### src/oflow_params.svh
/* object tracker score stage parameters */

`ifndef OFLOW_PARAMS_SVH
`define OFLOW_PARAMS_SVH

// ------------------------------------------------------------
// feature layout
// ------------------------------------------------------------

// bits per feature component
`define OFLOW_COMP_W 8
// components per feature
`define OFLOW_NUM_COMP 3
// object id width, id 0 marks an empty slot
`define OFLOW_ID_LEN 8
// three differences of up to 255 need 10 bits
`define OFLOW_SCORE_W 10

// ------------------------------------------------------------
// object buffer in external memory
// ------------------------------------------------------------

// word address width on the read bus
`define OFLOW_ADDR_W 16
// word address of stored object 0
`define OFLOW_BUF_BASE 16'h0400
// largest object count per frame
`define OFLOW_MAX_OBJECTS 64

`endif
### src/oflow_pkg.sv
/* object tracker score stage types */

`include "oflow_params.svh"

package oflow_pkg;

	// ------------------------------------------------------------
	// vector types
	// ------------------------------------------------------------

	// one feature component
	typedef logic [`OFLOW_COMP_W-1:0] comp_t;
	// packed components, component 0 in the low byte
	typedef logic [`OFLOW_NUM_COMP*`OFLOW_COMP_W-1:0] feature_t;
	// object id, 0 is an empty slot
	typedef logic [`OFLOW_ID_LEN-1:0] id_t;
	// sum of absolute differences
	typedef logic [`OFLOW_SCORE_W-1:0] score_t;
	// word address on the read bus
	typedef logic [`OFLOW_ADDR_W-1:0] addr_t;
	// object count, room for the maximum itself
	typedef logic [$clog2(`OFLOW_MAX_OBJECTS+1)-1:0] count_t;
	// memory word: id on top, feature below it
	typedef logic [`OFLOW_ID_LEN+`OFLOW_NUM_COMP*`OFLOW_COMP_W-1:0] entry_t;

	// ------------------------------------------------------------
	// state machines
	// ------------------------------------------------------------

	// control fsm
	typedef enum logic [1:0] {idle_st, fetch_st, metric_st} calc_state_t;
	// buffer reader bus fsm
	typedef enum logic [1:0] {rd_idle, rd_bus, rd_hold} read_state_t;

endpackage

### src/oflow_score_calc.sv
/* object tracker score calculation top */

`include "oflow_params.svh"

module oflow_score_calc (
	input logic clk,
	input logic reset_N,
	input logic start,
	input oflow_pkg::count_t num_objects,
	// stable from start until done
	input oflow_pkg::feature_t cur_feature,
	// wishbone classic read master
	output logic wb_cyc,
	output logic wb_stb,
	output oflow_pkg::addr_t wb_adr,
	input oflow_pkg::entry_t wb_rdat,
	input logic wb_ack,
	// result, valid from done until next start
	output logic done,
	output oflow_pkg::id_t match_id,
	output oflow_pkg::score_t match_score
);

	// ------------------------------------------------------------
	// internal wires
	// ------------------------------------------------------------

	logic fetch_pair;
	logic pair_ready;
	logic done_read;
	oflow_pkg::entry_t entry_0;
	oflow_pkg::entry_t entry_1;
	oflow_pkg::id_t id_0;
	oflow_pkg::id_t id_1;
	logic start_metric_0;
	logic start_metric_1;
	oflow_pkg::score_t score_0;
	oflow_pkg::score_t score_1;
	logic metric_done_0;
	logic metric_done_1;

	// id sits in the top byte of each entry
	assign id_0 = entry_0[$bits(oflow_pkg::entry_t)-1 -: `OFLOW_ID_LEN];
	assign id_1 = entry_1[$bits(oflow_pkg::entry_t)-1 -: `OFLOW_ID_LEN];

	// ------------------------------------------------------------
	// fetch and control
	// ------------------------------------------------------------

	oflow_buffer_reader u_reader (
		.clk(clk), .reset_N(reset_N), .start(start), .fetch_pair(fetch_pair),
		.num_objects(num_objects), .wb_rdat(wb_rdat), .wb_ack(wb_ack),
		.wb_cyc(wb_cyc), .wb_stb(wb_stb), .wb_adr(wb_adr),
		.entry_0(entry_0), .entry_1(entry_1),
		.pair_ready(pair_ready), .done_read(done_read)
	);

	// lane 0 completion paces the fsm
	oflow_score_calc_fsm u_fsm (
		.clk(clk), .reset_N(reset_N), .start(start),
		.pair_ready(pair_ready), .done_read(done_read), .id_1(id_1),
		.done_similarity_metric(metric_done_0),
		.fetch_pair(fetch_pair), .start_metric_0(start_metric_0),
		.start_metric_1(start_metric_1), .done(done)
	);

	// ------------------------------------------------------------
	// metric lanes and selector
	// ------------------------------------------------------------

	oflow_similarity_metric metric_0 (
		.clk(clk), .reset_N(reset_N), .start_metric(start_metric_0),
		.cur_feature(cur_feature), .entry(entry_0),
		.score(score_0), .metric_done(metric_done_0)
	);

	oflow_similarity_metric metric_1 (
		.clk(clk), .reset_N(reset_N), .start_metric(start_metric_1),
		.cur_feature(cur_feature), .entry(entry_1),
		.score(score_1), .metric_done(metric_done_1)
	);

	oflow_score_select u_select (
		.clk(clk), .reset_N(reset_N), .start(start), .done(done),
		.metric_done_0(metric_done_0), .metric_done_1(metric_done_1),
		.score_0(score_0), .score_1(score_1), .id_0(id_0), .id_1(id_1),
		.match_id(match_id), .match_score(match_score)
	);

endmodule

### src/oflow_score_select.sv
/* best score selector */

module oflow_score_select (
	input logic clk,
	input logic reset_N,
	input logic start,
	// end of run, frees the selector for the next start
	input logic done,
	input logic metric_done_0,
	input logic metric_done_1,
	input oflow_pkg::score_t score_0,
	input oflow_pkg::score_t score_1,
	input oflow_pkg::id_t id_0,
	input oflow_pkg::id_t id_1,
	output oflow_pkg::id_t match_id,
	output oflow_pkg::score_t match_score
);

	// run in progress, start ignored meanwhile
	logic busy;
	logic accept;
	// best after lane 0, then after lane 1
	oflow_pkg::id_t id_a;
	oflow_pkg::score_t score_a;
	oflow_pkg::id_t id_b;
	oflow_pkg::score_t score_b;

	// a start in the done cycle opens the next run
	assign accept = start && (!busy || done);

	// ------------------------------------------------------------
	// compare chain, lane 0 first, strictly lower wins
	// ------------------------------------------------------------

	always_comb begin
		id_a = match_id;
		score_a = match_score;
		// empty slots never match
		if (metric_done_0 && (id_0 != '0) && (score_0 < match_score)) begin
			id_a = id_0;
			score_a = score_0;
		end
		id_b = id_a;
		score_b = score_a;
		if (metric_done_1 && (id_1 != '0) && (score_1 < score_a)) begin
			id_b = id_1;
			score_b = score_1;
		end
	end

	// ------------------------------------------------------------
	// result registers
	// ------------------------------------------------------------

	always_ff @(posedge clk or negedge reset_N) begin
		if (!reset_N) begin
			busy <= 1'b0;
			match_id <= '0;
			match_score <= '1;
		end else if (accept) begin
			busy <= 1'b1;
			match_id <= '0;
			match_score <= '1;
		end else begin
			if (done) busy <= 1'b0;
			match_id <= id_b;
			match_score <= score_b;
		end
	end

endmodule

### src/oflow_similarity_metric.sv
/* similarity metric lane, sum of absolute differences */

`include "oflow_params.svh"

module oflow_similarity_metric (
	input logic clk,
	input logic reset_N,
	input logic start_metric,
	input oflow_pkg::feature_t cur_feature,
	input oflow_pkg::entry_t entry,
	output oflow_pkg::score_t score,
	output logic metric_done
);

	localparam int IDX_W = $clog2(`OFLOW_NUM_COMP);
	localparam int LAST = `OFLOW_NUM_COMP - 1;

	// ------------------------------------------------------------
	// registers and wires
	// ------------------------------------------------------------

	// stored feature held for the later components
	oflow_pkg::feature_t feat_q;
	oflow_pkg::feature_t feat_src;
	// next component to add
	logic [IDX_W-1:0] comp_idx;
	logic [IDX_W-1:0] sel_idx;
	logic busy;
	oflow_pkg::comp_t stored_c;
	oflow_pkg::comp_t cur_c;
	oflow_pkg::comp_t abs_diff;

	// component 0 comes straight from the entry on start
	assign feat_src = start_metric ?
		entry[`OFLOW_NUM_COMP*`OFLOW_COMP_W-1:0] : feat_q;
	assign sel_idx = start_metric ? '0 : comp_idx;
	assign stored_c = feat_src[sel_idx*`OFLOW_COMP_W +: `OFLOW_COMP_W];
	assign cur_c = cur_feature[sel_idx*`OFLOW_COMP_W +: `OFLOW_COMP_W];
	assign abs_diff = (cur_c > stored_c) ? (cur_c - stored_c) : (stored_c - cur_c);

	// ------------------------------------------------------------
	// sequencing, done 3 cycles after start
	// ------------------------------------------------------------

	always_ff @(posedge clk or negedge reset_N) begin
		if (!reset_N) begin
			busy <= 1'b0;
			comp_idx <= '0;
			metric_done <= 1'b0;
		end else begin
			metric_done <= 1'b0;
			if (start_metric) begin
				busy <= 1'b1;
				comp_idx <= IDX_W'(1);
			end else if (busy) begin
				if (comp_idx == IDX_W'(LAST)) begin
					busy <= 1'b0;
					metric_done <= 1'b1;
				end else begin
					comp_idx <= comp_idx + 1'b1;
				end
			end
		end
	end

	// ------------------------------------------------------------
	// accumulator
	// ------------------------------------------------------------

	always_ff @(posedge clk) begin
		if (start_metric) begin
			feat_q <= entry[`OFLOW_NUM_COMP*`OFLOW_COMP_W-1:0];
			score <= oflow_pkg::score_t'(abs_diff);
		end else if (busy) begin
			score <= score + oflow_pkg::score_t'(abs_diff);
		end
	end

endmodule

### src/oflow_score_calc_fsm.sv
/* score calculation control fsm */

module oflow_score_calc_fsm (
	input logic clk,
	input logic reset_N,
	input logic start,
	// buffer reader
	input logic pair_ready,
	input logic done_read,
	input oflow_pkg::id_t id_1,
	// lane 0 completion
	input logic done_similarity_metric,
	output logic fetch_pair,
	output logic start_metric_0,
	output logic start_metric_1,
	output logic done
);

	// ------------------------------------------------------------
	// state
	// ------------------------------------------------------------

	oflow_pkg::calc_state_t cur_state;
	oflow_pkg::calc_state_t next_state;
	// pair arrived, lanes go next cycle
	logic go_metric;

	always_ff @(posedge clk or negedge reset_N) begin
		if (!reset_N) cur_state <= oflow_pkg::idle_st;
		else cur_state <= next_state;
	end

	// ------------------------------------------------------------
	// next state
	// ------------------------------------------------------------

	always_comb begin
		next_state = cur_state;
		case (cur_state)
			oflow_pkg::idle_st: begin
				// start only counts here
				if (start) next_state = oflow_pkg::fetch_st;
			end
			oflow_pkg::fetch_st: begin
				// wait on the bus, any number of cycles
				if (done_read) next_state = oflow_pkg::idle_st;
				else if (pair_ready) next_state = oflow_pkg::metric_st;
			end
			oflow_pkg::metric_st: begin
				// lanes finish together, lane 0 is enough
				if (done_similarity_metric) next_state = oflow_pkg::fetch_st;
			end
			default: next_state = oflow_pkg::idle_st;
		endcase
	end

	assign go_metric = (cur_state == oflow_pkg::fetch_st) &&
		(next_state == oflow_pkg::metric_st);

	// ------------------------------------------------------------
	// registered pulses, one cycle after the event
	// ------------------------------------------------------------

	always_ff @(posedge clk or negedge reset_N) begin
		if (!reset_N) begin
			fetch_pair <= 1'b0;
			start_metric_0 <= 1'b0;
			start_metric_1 <= 1'b0;
			done <= 1'b0;
		end else begin
			// first pair after start, next pair after lane 0
			fetch_pair <= (cur_state == oflow_pkg::idle_st && start) ||
				(cur_state == oflow_pkg::metric_st && done_similarity_metric);
			start_metric_0 <= go_metric;
			// empty second slot leaves lane 1 idle
			start_metric_1 <= go_metric && (id_1 != '0);
			done <= (cur_state == oflow_pkg::fetch_st) && done_read;
		end
	end

endmodule

### src/oflow_buffer_reader.sv
/* stored object pair reader, wishbone read master */

`include "oflow_params.svh"

module oflow_buffer_reader (
	input logic clk,
	input logic reset_N,
	input logic start,
	input logic fetch_pair,
	input oflow_pkg::count_t num_objects,
	// wishbone classic, read only
	input oflow_pkg::entry_t wb_rdat,
	input logic wb_ack,
	output logic wb_cyc,
	output logic wb_stb,
	output oflow_pkg::addr_t wb_adr,
	// pair handed to the metric lanes
	output oflow_pkg::entry_t entry_0,
	output oflow_pkg::entry_t entry_1,
	output logic pair_ready,
	output logic done_read
);

	// ------------------------------------------------------------
	// registers and wires
	// ------------------------------------------------------------

	oflow_pkg::read_state_t state;
	// index of the next object to read
	oflow_pkg::count_t obj_idx;
	oflow_pkg::count_t next_idx;
	// run in progress, a start is ignored while set
	logic active;
	// 0 while reading entry_0, 1 for entry_1
	logic slot;
	// object after the current one exists
	logic more_left;
	oflow_pkg::addr_t word_addr;
	logic word_in;

	// single word cycles, stb always follows cyc
	assign wb_stb = wb_cyc;

	assign next_idx = obj_idx + 1'b1;
	assign more_left = (next_idx < num_objects);
	assign word_addr = oflow_pkg::addr_t'(`OFLOW_BUF_BASE) + oflow_pkg::addr_t'(obj_idx);
	// slave returned the word this cycle
	assign word_in = (state == oflow_pkg::rd_bus) && wb_ack;

	// ------------------------------------------------------------
	// run flag, object index and bus fsm
	// ------------------------------------------------------------

	always_ff @(posedge clk or negedge reset_N) begin
		if (!reset_N) begin
			state <= oflow_pkg::rd_idle;
			obj_idx <= '0;
			active <= 1'b0;
			slot <= 1'b0;
			wb_cyc <= 1'b0;
			wb_adr <= '0;
			pair_ready <= 1'b0;
			done_read <= 1'b0;
		end else begin
			pair_ready <= 1'b0;
			done_read <= 1'b0;
			// new run rewinds to object 0
			if (start && !active) begin
				active <= 1'b1;
				obj_idx <= '0;
			end else if (done_read) begin
				active <= 1'b0;
			end
			case (state)
				oflow_pkg::rd_idle: begin
					if (fetch_pair) begin
						if (obj_idx >= num_objects) begin
							// buffer exhausted
							done_read <= 1'b1;
						end else begin
							wb_cyc <= 1'b1;
							wb_adr <= word_addr;
							slot <= 1'b0;
							state <= oflow_pkg::rd_bus;
						end
					end
				end
				oflow_pkg::rd_bus: begin
					// address held until ack, cyc drops after it
					if (wb_ack) begin
						wb_cyc <= 1'b0;
						obj_idx <= next_idx;
						if (!slot && more_left) begin
							state <= oflow_pkg::rd_hold;
						end else begin
							pair_ready <= 1'b1;
							state <= oflow_pkg::rd_idle;
						end
					end
				end
				oflow_pkg::rd_hold: begin
					// bus released one cycle, second word
					wb_cyc <= 1'b1;
					wb_adr <= word_addr;
					slot <= 1'b1;
					state <= oflow_pkg::rd_bus;
				end
				default: state <= oflow_pkg::rd_idle;
			endcase
		end
	end

	// ------------------------------------------------------------
	// entry slots
	// ------------------------------------------------------------

	always_ff @(posedge clk) begin
		if (word_in && slot) entry_1 <= wb_rdat;
		if (word_in && !slot) begin
			entry_0 <= wb_rdat;
			// odd tail, second slot reported empty
			if (!more_left) entry_1 <= '0;
		end
	end

endmodule

### config.mk
export PLATFORM = sky130hd
export DESIGN_NAME = oflow_score_calc
export DESIGN_NICKNAME = d
export VERILOG_FILES = /design/src/oflow_pkg.sv /design/src/oflow_score_calc.sv /design/src/oflow_score_select.sv /design/src/oflow_similarity_metric.sv /design/src/oflow_score_calc_fsm.sv /design/src/oflow_buffer_reader.sv
export VERILOG_INCLUDE_DIRS = /design/src
export SDC_FILE = /design/constraint.sdc
export NUM_CORES = 1
export LEC_CHECK = 0
export BUFFER_PORTS_ARGS = -buffer_cell sky130_fd_sc_hd__buf_2
export CAP_MARGIN = 20
export CORE_UTILIZATION = 61
export CTS_BUF_LIST = sky130_fd_sc_hd__clkbuf_2
export DETAILED_ROUTE_END_ITERATION = 7
export PLACE_DENSITY = 0.82
export SLEW_MARGIN = 20
export SYNTH_ARGS = -nofsm -noshare
export SYNTH_HDL_FRONTEND = slang
export SYNTH_SLANG_ARGS = --single-unit
### constraint.sdc
create_clock -name clk -period 6.15 [get_ports clk]
set_clock_uncertainty 0.15 [all_clocks]
set_input_delay 1.845 -clock clk [delete_from_list [all_inputs] [get_ports clk]]
set_output_delay 1.845 -clock clk [all_outputs]
set_load 0.005 [all_outputs]
; ---- Word-level counts from Yosys, hierarchy flattened
; Index checks and enable logic that the tools add are counted.
[word_totals]
ff_bits = 195
latchBits = 0
mem_bits_rw = 0
mem_bits_ro = 0
inputBits = 67
n_memories = 0
[op_classes]
addsub = 10
multipliers = 0
div = 0
order_cmp = 6
n_eq_ne = 12
shifts = 4
muxes = 70
bitwise = 0
reduce_logical = 36
[op_table]
columns = cell, n
row1 = 32-bit 2-to-1 mux, 3
row2 = 24-bit by 6-bit indexed part select with 8-bit output, 4
row3 = 8-bit 2-to-1 mux, 9
row4 = 24-bit 2-to-1 mux, 2
row5 = 16-bit 2-to-1 mux, 2
row6 = 2-bit 2-to-1 mux, 16
row7 = 16-bit one-hot mux with 2 select lines, 1
row8 = 8-bit subtractor, 4
row9 = 10-bit 2-to-1 mux, 3
row10 = 1-bit 2-to-1 mux, 27
row11 = 7-bit 2-to-1 mux, 3
row12 = 10-bit by 8-bit adder with 10-bit output, 2
row13 = 10-bit < comparator, 2
row14 = 8-bit greater-than comparator, 2
row15 = 8-bit nonzero test, 2
row16 = 1-bit logical AND, 15
row17 = "11-bit by 7-bit adder with 12-bit output, first input constant", 1
row18 = 2-bit one-hot mux with 3 select lines, 2
row19 = "2-bit equality test, second input constant", 5
row20 = 2-bit nonzero test, 5
row21 = "2-bit != test, second input constant", 4
row22 = "7-bit by 1-bit adder with 7-bit output, second input constant", 1
row23 = 7-bit >= comparator, 1
row24 = 7-bit < comparator, 1
row25 = other kinds (12), 21

; ---- Depth between registers and ports, before layout
[depth]
ltp_word = 8
mapped_depth = 25
mapped_depth_nobuf = 23

; ---- Modules after synthesis
; From an unflattened synthesis, not the netlist that was laid out.
[unflattened]
hier_cells = 1036
area_unflattened_um2 = 10591.4
[modules_own_cells]
columns = mod, n_inst, cells_each, area_per_inst_um2
row1 = oflow_buffer_reader, 1, 309, 3507.1
row2 = oflow_similarity_metric at metric_0, 1, 280, 2667.6
row3 = oflow_similarity_metric at metric_1, 1, 280, 2665.1
row4 = oflow_score_select, 1, 150, 1517.7
row5 = oflow_score_calc_fsm, 1, 17, 234.0

; ---- Worst setup path before layout
; No wires, ideal clock.
[synth_path]
kind = in2reg
start = in cur_feature[18]
end = reg metric_0.score[5] (data pin)
arrival_ns = 5.397
required_time_ns = 5.744
setup_slack_ns = 0.347
cell_stages = 19
path_buffers = 1
path_cell_list = a22oi_1 nor2_1 a21o_1 ha_1 nor2b_1 o21ai_0 a21oi_1 o31ai_1 buf_2 mux2i_1 ha_1 a21o_1 a21oi_1 nor2b_1 o21ai_0 nor2b_1 xor2_1 nor2_1 a31o_2
[synth_via]
elab_chain_cells = 6
[synth_rtl]
columns = item, line_no
row1 = start: declaration, oflow_score_calc.sv:11  ; input oflow_pkg::feature_t cur_feature,
row2 = 24-bit by 6-bit indexed part select with 8-bit output (*), oflow_similarity_metric.sv:38  ; assign cur_c = cur_feature[sel_idx*`OFLOW_COMP_W +: `OFLOW_COMP_W];
row3 = 8-bit subtractor / 8-bit greater-than comparator (equally long branches), oflow_similarity_metric.sv:39  ; assign abs_diff = (cur_c > stored_c) ? (cur_c - stored_c) : (stored_c - cur_c);
row4 = 8-bit 2-to-1 mux (*), oflow_similarity_metric.sv:39
row5 = 10-bit by 8-bit adder with 10-bit output, oflow_similarity_metric.sv:75  ; score <= score + oflow_pkg::score_t'(abs_diff);
row6 = 8-bit 2-to-1 mux, oflow_similarity_metric.sv:74  ; end else if (busy) begin
row7 = 8-bit 2-to-1 mux (*), oflow_similarity_metric.sv:71  ; if (start_metric) begin
row8 = end signal: assignment, oflow_similarity_metric.sv:73  ; score <= oflow_pkg::score_t'(abs_diff);
row9 = end signal: assignment, oflow_similarity_metric.sv:75
row10 = end: declaration, oflow_similarity_metric.sv:11  ; output oflow_pkg::score_t score,
; Every way passes the cells marked *; elsewhere a longest branch is shown, timed or not. The select of a mux whose other input is x is not followed.
; A chain may end at the register's enable or synchronous reset.

; ---- Worst setup path in the final report
[layout_path]
start = reg u_fsm.start_metric_1
end = reg metric_1.score[8]
[layout_via]
elab_chain_cells = 5
[layout_rtl]
columns = item, line_no
row1 = start: declaration, oflow_score_calc_fsm.sv:15  ; output logic start_metric_1,
row2 = start signal: assignment, oflow_score_calc_fsm.sv:76  ; start_metric_1 <= go_metric && (id_1 != '0);
row3 = 24-bit 2-to-1 mux / 2-bit 2-to-1 mux (equally long branches), -
row4 = "24-bit by 6-bit indexed part select with 8-bit output, on equally long branches", "oflow_similarity_metric.sv:37, oflow_similarity_metric.sv:38"
row5 = 8-bit subtractor / 8-bit greater-than comparator (equally long branches), oflow_similarity_metric.sv:39
row6 = 8-bit 2-to-1 mux, oflow_similarity_metric.sv:39
row7 = 10-bit by 8-bit adder with 10-bit output, oflow_similarity_metric.sv:75
row8 = end signal: assignment, oflow_similarity_metric.sv:73
row9 = end signal: assignment, oflow_similarity_metric.sv:75
row10 = end: declaration, oflow_similarity_metric.sv:11
; Several ways; a longest one is shown, not always the timed one.

==> key figures <==
Worst setup path
  • RR Endpoint: metric_1.score[8]$_SDFFE_PP0P_
  • Critical Path End Type: register
  • Reg2reg setup slack: 720 ps
  • CP Buf/Inv Count: 5
  • WP data required: between 6000 and 7000 ps
  • Crit path DAT: between 5000 and 6000 ps
  • R2R depth: 21
  • Slowest cell delay on critical path: 760 ps
  • Kind of critical path: register to register
  • CP max FO: 26
  • Slowest CP cell: dfrtp_2
  • Reg-to-reg startpoint: u_fsm.start_metric_1$_DFF_PN0_
  • Startpoint types: register
  • Crit path cell chain: clkinv_1 > o21ai_1 > buf_4 > a21o_1 > inv_1 > fa_1 > nand3b_1 > a21oi_1 > o32ai_1 > buf_4 > mux2i_1 > buf_4 > fa_1 > a21o_1 > a21oi_1 > o21bai_1 > a21oi_1 > o21bai_1 > a21o_1 > and3b_1 > o21a_1
  • Top delay family on crit path: compound AO/OA/AOI/OAI gates

Floorplan
  • Die span in x: 130 um
  • Core Region: 0.0159 mm^2
  • Die area: roughly 0.017 mm^2
  • Rows: 46
  • Ports: 104
  • Starting density of the core: 0.625
  • Die H: 130 um

STA
  • TNS Setup: 0 ps
  • RSZ-0062 raised after global routing: false
  • Final Max Slew Viols: 0
  • Final setup vio count: 0
  • Final min period: ~5400 ps
  • Final hold viol count: 0
  • Period utilization: 0.883
  • Highest clock rate: between 150 and 200 MHz
  • Slew headroom: 0.370
  • Slew @ Worst Pin: 943 ps

Place
  • IO Port Bufs: 95
  • DP Wirelength: 16000 um
  • GP Congestion: approximately 0.9
  • Inst Count DP: about 1.2k

Global route
  • Total grt overflow: 0
  • Global-route wire length before repair: 35000 um
  • Tot GR Track Use: 0.270
  • Largest net degree at the start of global routing: 56
  • Vias in the first global route: 7250
  • Initial antenna violation count: 1

Run
  • Max cap viols: 0

Clock network
  • Setup Buffers After CTS: 0
  • Number of clock sinks: 187
  • TritonCTS clock tree: done
  • Root Buffer: clkbuf_2
  • Post-cts resize count: 0
  • Clock transition at the registers of the reported paths: 270 ps
  • Htree depth: 4
  • CTS Hold Bufs: 0
  • Clk_lat worst skew: just under 800 ps
  • Clock Path Buffers: 2
  • CTS buffer count: 17

Status
  • Status: finished clean

Hold path
  • WHS Endpoint: u_reader.done_read$_DFF_PN0_
  • Min-delay worst type: register to register
  • Hold Path Stages: 1
  • Hold Startpoint: u_reader.state[1]$_DFFE_PN0P_

Yosys
  • Dominant cell type by area after synthesis: dfxtp_1
  • Synth top area share: 0.169
  • Syn avg cell area: 10.6 um^2
  • EDFF count, synth: 48
  • Netlist Area Pre-Place: 0.00997 mm^2
  • Top post-synthesis cells by area: dfxtp_1 (17%), edfxtp_1 (14%), dfrtp_1 (11%)
  • Top_reg_cell synth: dfxtp_1
  • Netlist cell types: 61
  • Synthesis warning total: 0
  • #FFs+latches synth: 187
  • Mapped Cells: between 900 and 1k
  • Post-synthesis sequential area ratio: 0.453
  • Async set or reset register ratio after synthesis: 0.294

Route
  • DRC: 0
  • Starting DRT DRC Count: 345
  • Pre-antenna DRT Iters: 5
  • DR vias/cell: 5.85
  • Detailed Route WL: 21400 um
  • Drt wl/cell: 16.8 um
  • Routed Antenna Nets: 0
  • Total number of vias: 7448

Cells and area
  • Util after Layout: 0.689
  • Fin nets: around 1.2k
  • Layout cells sized above 1: 0.227
  • Post-route non-filler standard cell count: 1273
  • Area delta synth->final: 10.1%
## placed cells by master, fill, tap and decap left out, types with 4 or more instances in the layout
cell,instances
dfrtp_1,43
a211oi_1,11
or2_2,6
a22o_1,37
a22oi_1,32
nor2b_1,12
o21a_1,8
nand2b_1,13
edfxtp_1,48
nand4_1,5
buf_2,95
xnor2_1,21
ha_1,81
dfxtp_1,84
inv_1,67
a21o_1,28
and2_1,6
and3_1,4
o21ai_0,23
o21bai_1,7
buf_4,27
clkbuf_2,19
inv_8,5
mux2i_1,25
nor2_1,65
xor2_1,10
fa_1,6
conb_1,8
nand3_1,10
nor3_1,14
a21oi_1,58
nor4_1,14
nand2_1,32
mux2_2,63
dfstp_2,10
a31oi_1,10
## flip-flops by register name, summed over array words and instances, names as in the netlist, 2 cells and up
register	count
u_reader.state	2
u_reader.entry_0	32
u_select.match_score	10
metric_1.comp_idx	2
metric_1.feat_q	24
metric_0.score	10
metric_1.score	10
metric_0.feat_q	24
u_fsm.cur_state	2
u_reader.obj_idx	7
u_reader.wb_adr	8
metric_0.comp_idx	2
u_select.match_id	8
u_reader.entry_1	32
## synth_stat cells, types with 25 or more instances
| library cell | instances |
|---|---|
| a21oi_1 | 58 |
| inv_1 | 67 |
| nor2_1 | 66 |
| mux2_2 | 63 |
| ha_1 | 81 |
| a22o_1 | 37 |
| mux2i_1 | 25 |
| edfxtp_1 | 48 |
| clkbuf_1 | 30 |
| a22oi_1 | 32 |
| dfrtp_1 | 45 |
| dfxtp_1 | 84 |
| a21o_1 | 28 |
| nand2_1 | 32 |
## cell families after synthesis
group | Yosys count | share of synthesized area
AOI/OAI and AO/OA | 238 | 0.164
and+or+nand+nor | 195 | 0.0966
DFF | 187 | 0.453
buffers and inverters | 118 | 0.0492
muxes | 88 | 0.0962
adders and majority gates | 87 | 0.114
xor gates and xnor gates | 31 | 0.0272
other | 1 | 0.000376
## worst max-delay path by stage
stage,from,to,depth (start not counted)
2_1_floorplan,cur_feature[18],metric_0.score[5]$_DFFE_PP_,19
3_3_place_gp,cur_feature[21],metric_0.score[7]$_DFFE_PP_,20
3_5_place_dp,cur_feature[21],metric_0.score[7]$_DFFE_PP_,20
4_1_cts,u_fsm.start_metric_1$_DFF_PN0_,metric_1.score[8]$_SDFFE_PP0P_,21
5_1_grt,u_fsm.start_metric_1$_DFF_PN0_,metric_1.score[9]$_SDFFE_PP0P_,20
6_report,u_fsm.start_metric_1$_DFF_PN0_,metric_1.score[8]$_SDFFE_PP0P_,21
## area by class of cell
class,instances,area [um^2]
Timing Repair Buffer,122,678
Sequential cell,187,4510
Clock buffer,19,95.1
Fill cell,1263,4960
Antenna cell,1,2.50
Clock inverter,13,153
Tap cell,216,270
Multi-Input combinational cell,647,5010
Inverter,68,255
## routing by layer
layer,part of all wire,routed length (um),global-route usage,vias up
met3,0.058,1240,0.0472,37
met4,0.024,519,0.105,0
li1,-,-,-,3608
met5,0,0,0,-
met1,0.44,9330,0.340,3555
met2,0.48,10300,0.464,248
## metrics by stage
step / area [um^2] / hold slack [ps] / worst slack [ps]
after detailed placement: 10700 / 296 / 202
after CTS: 11000 / 322 / 772
after global placement: 10700 / 279 / 278
after floorplan: 10000 / 273 / 347
after global routing: 11000 / 340 / 383
final: 11000 / 323 / 721
Power is left out: the tool's default activity adds up to more than one toggle a clock period on the data nets, which glitch-free logic cannot reach.
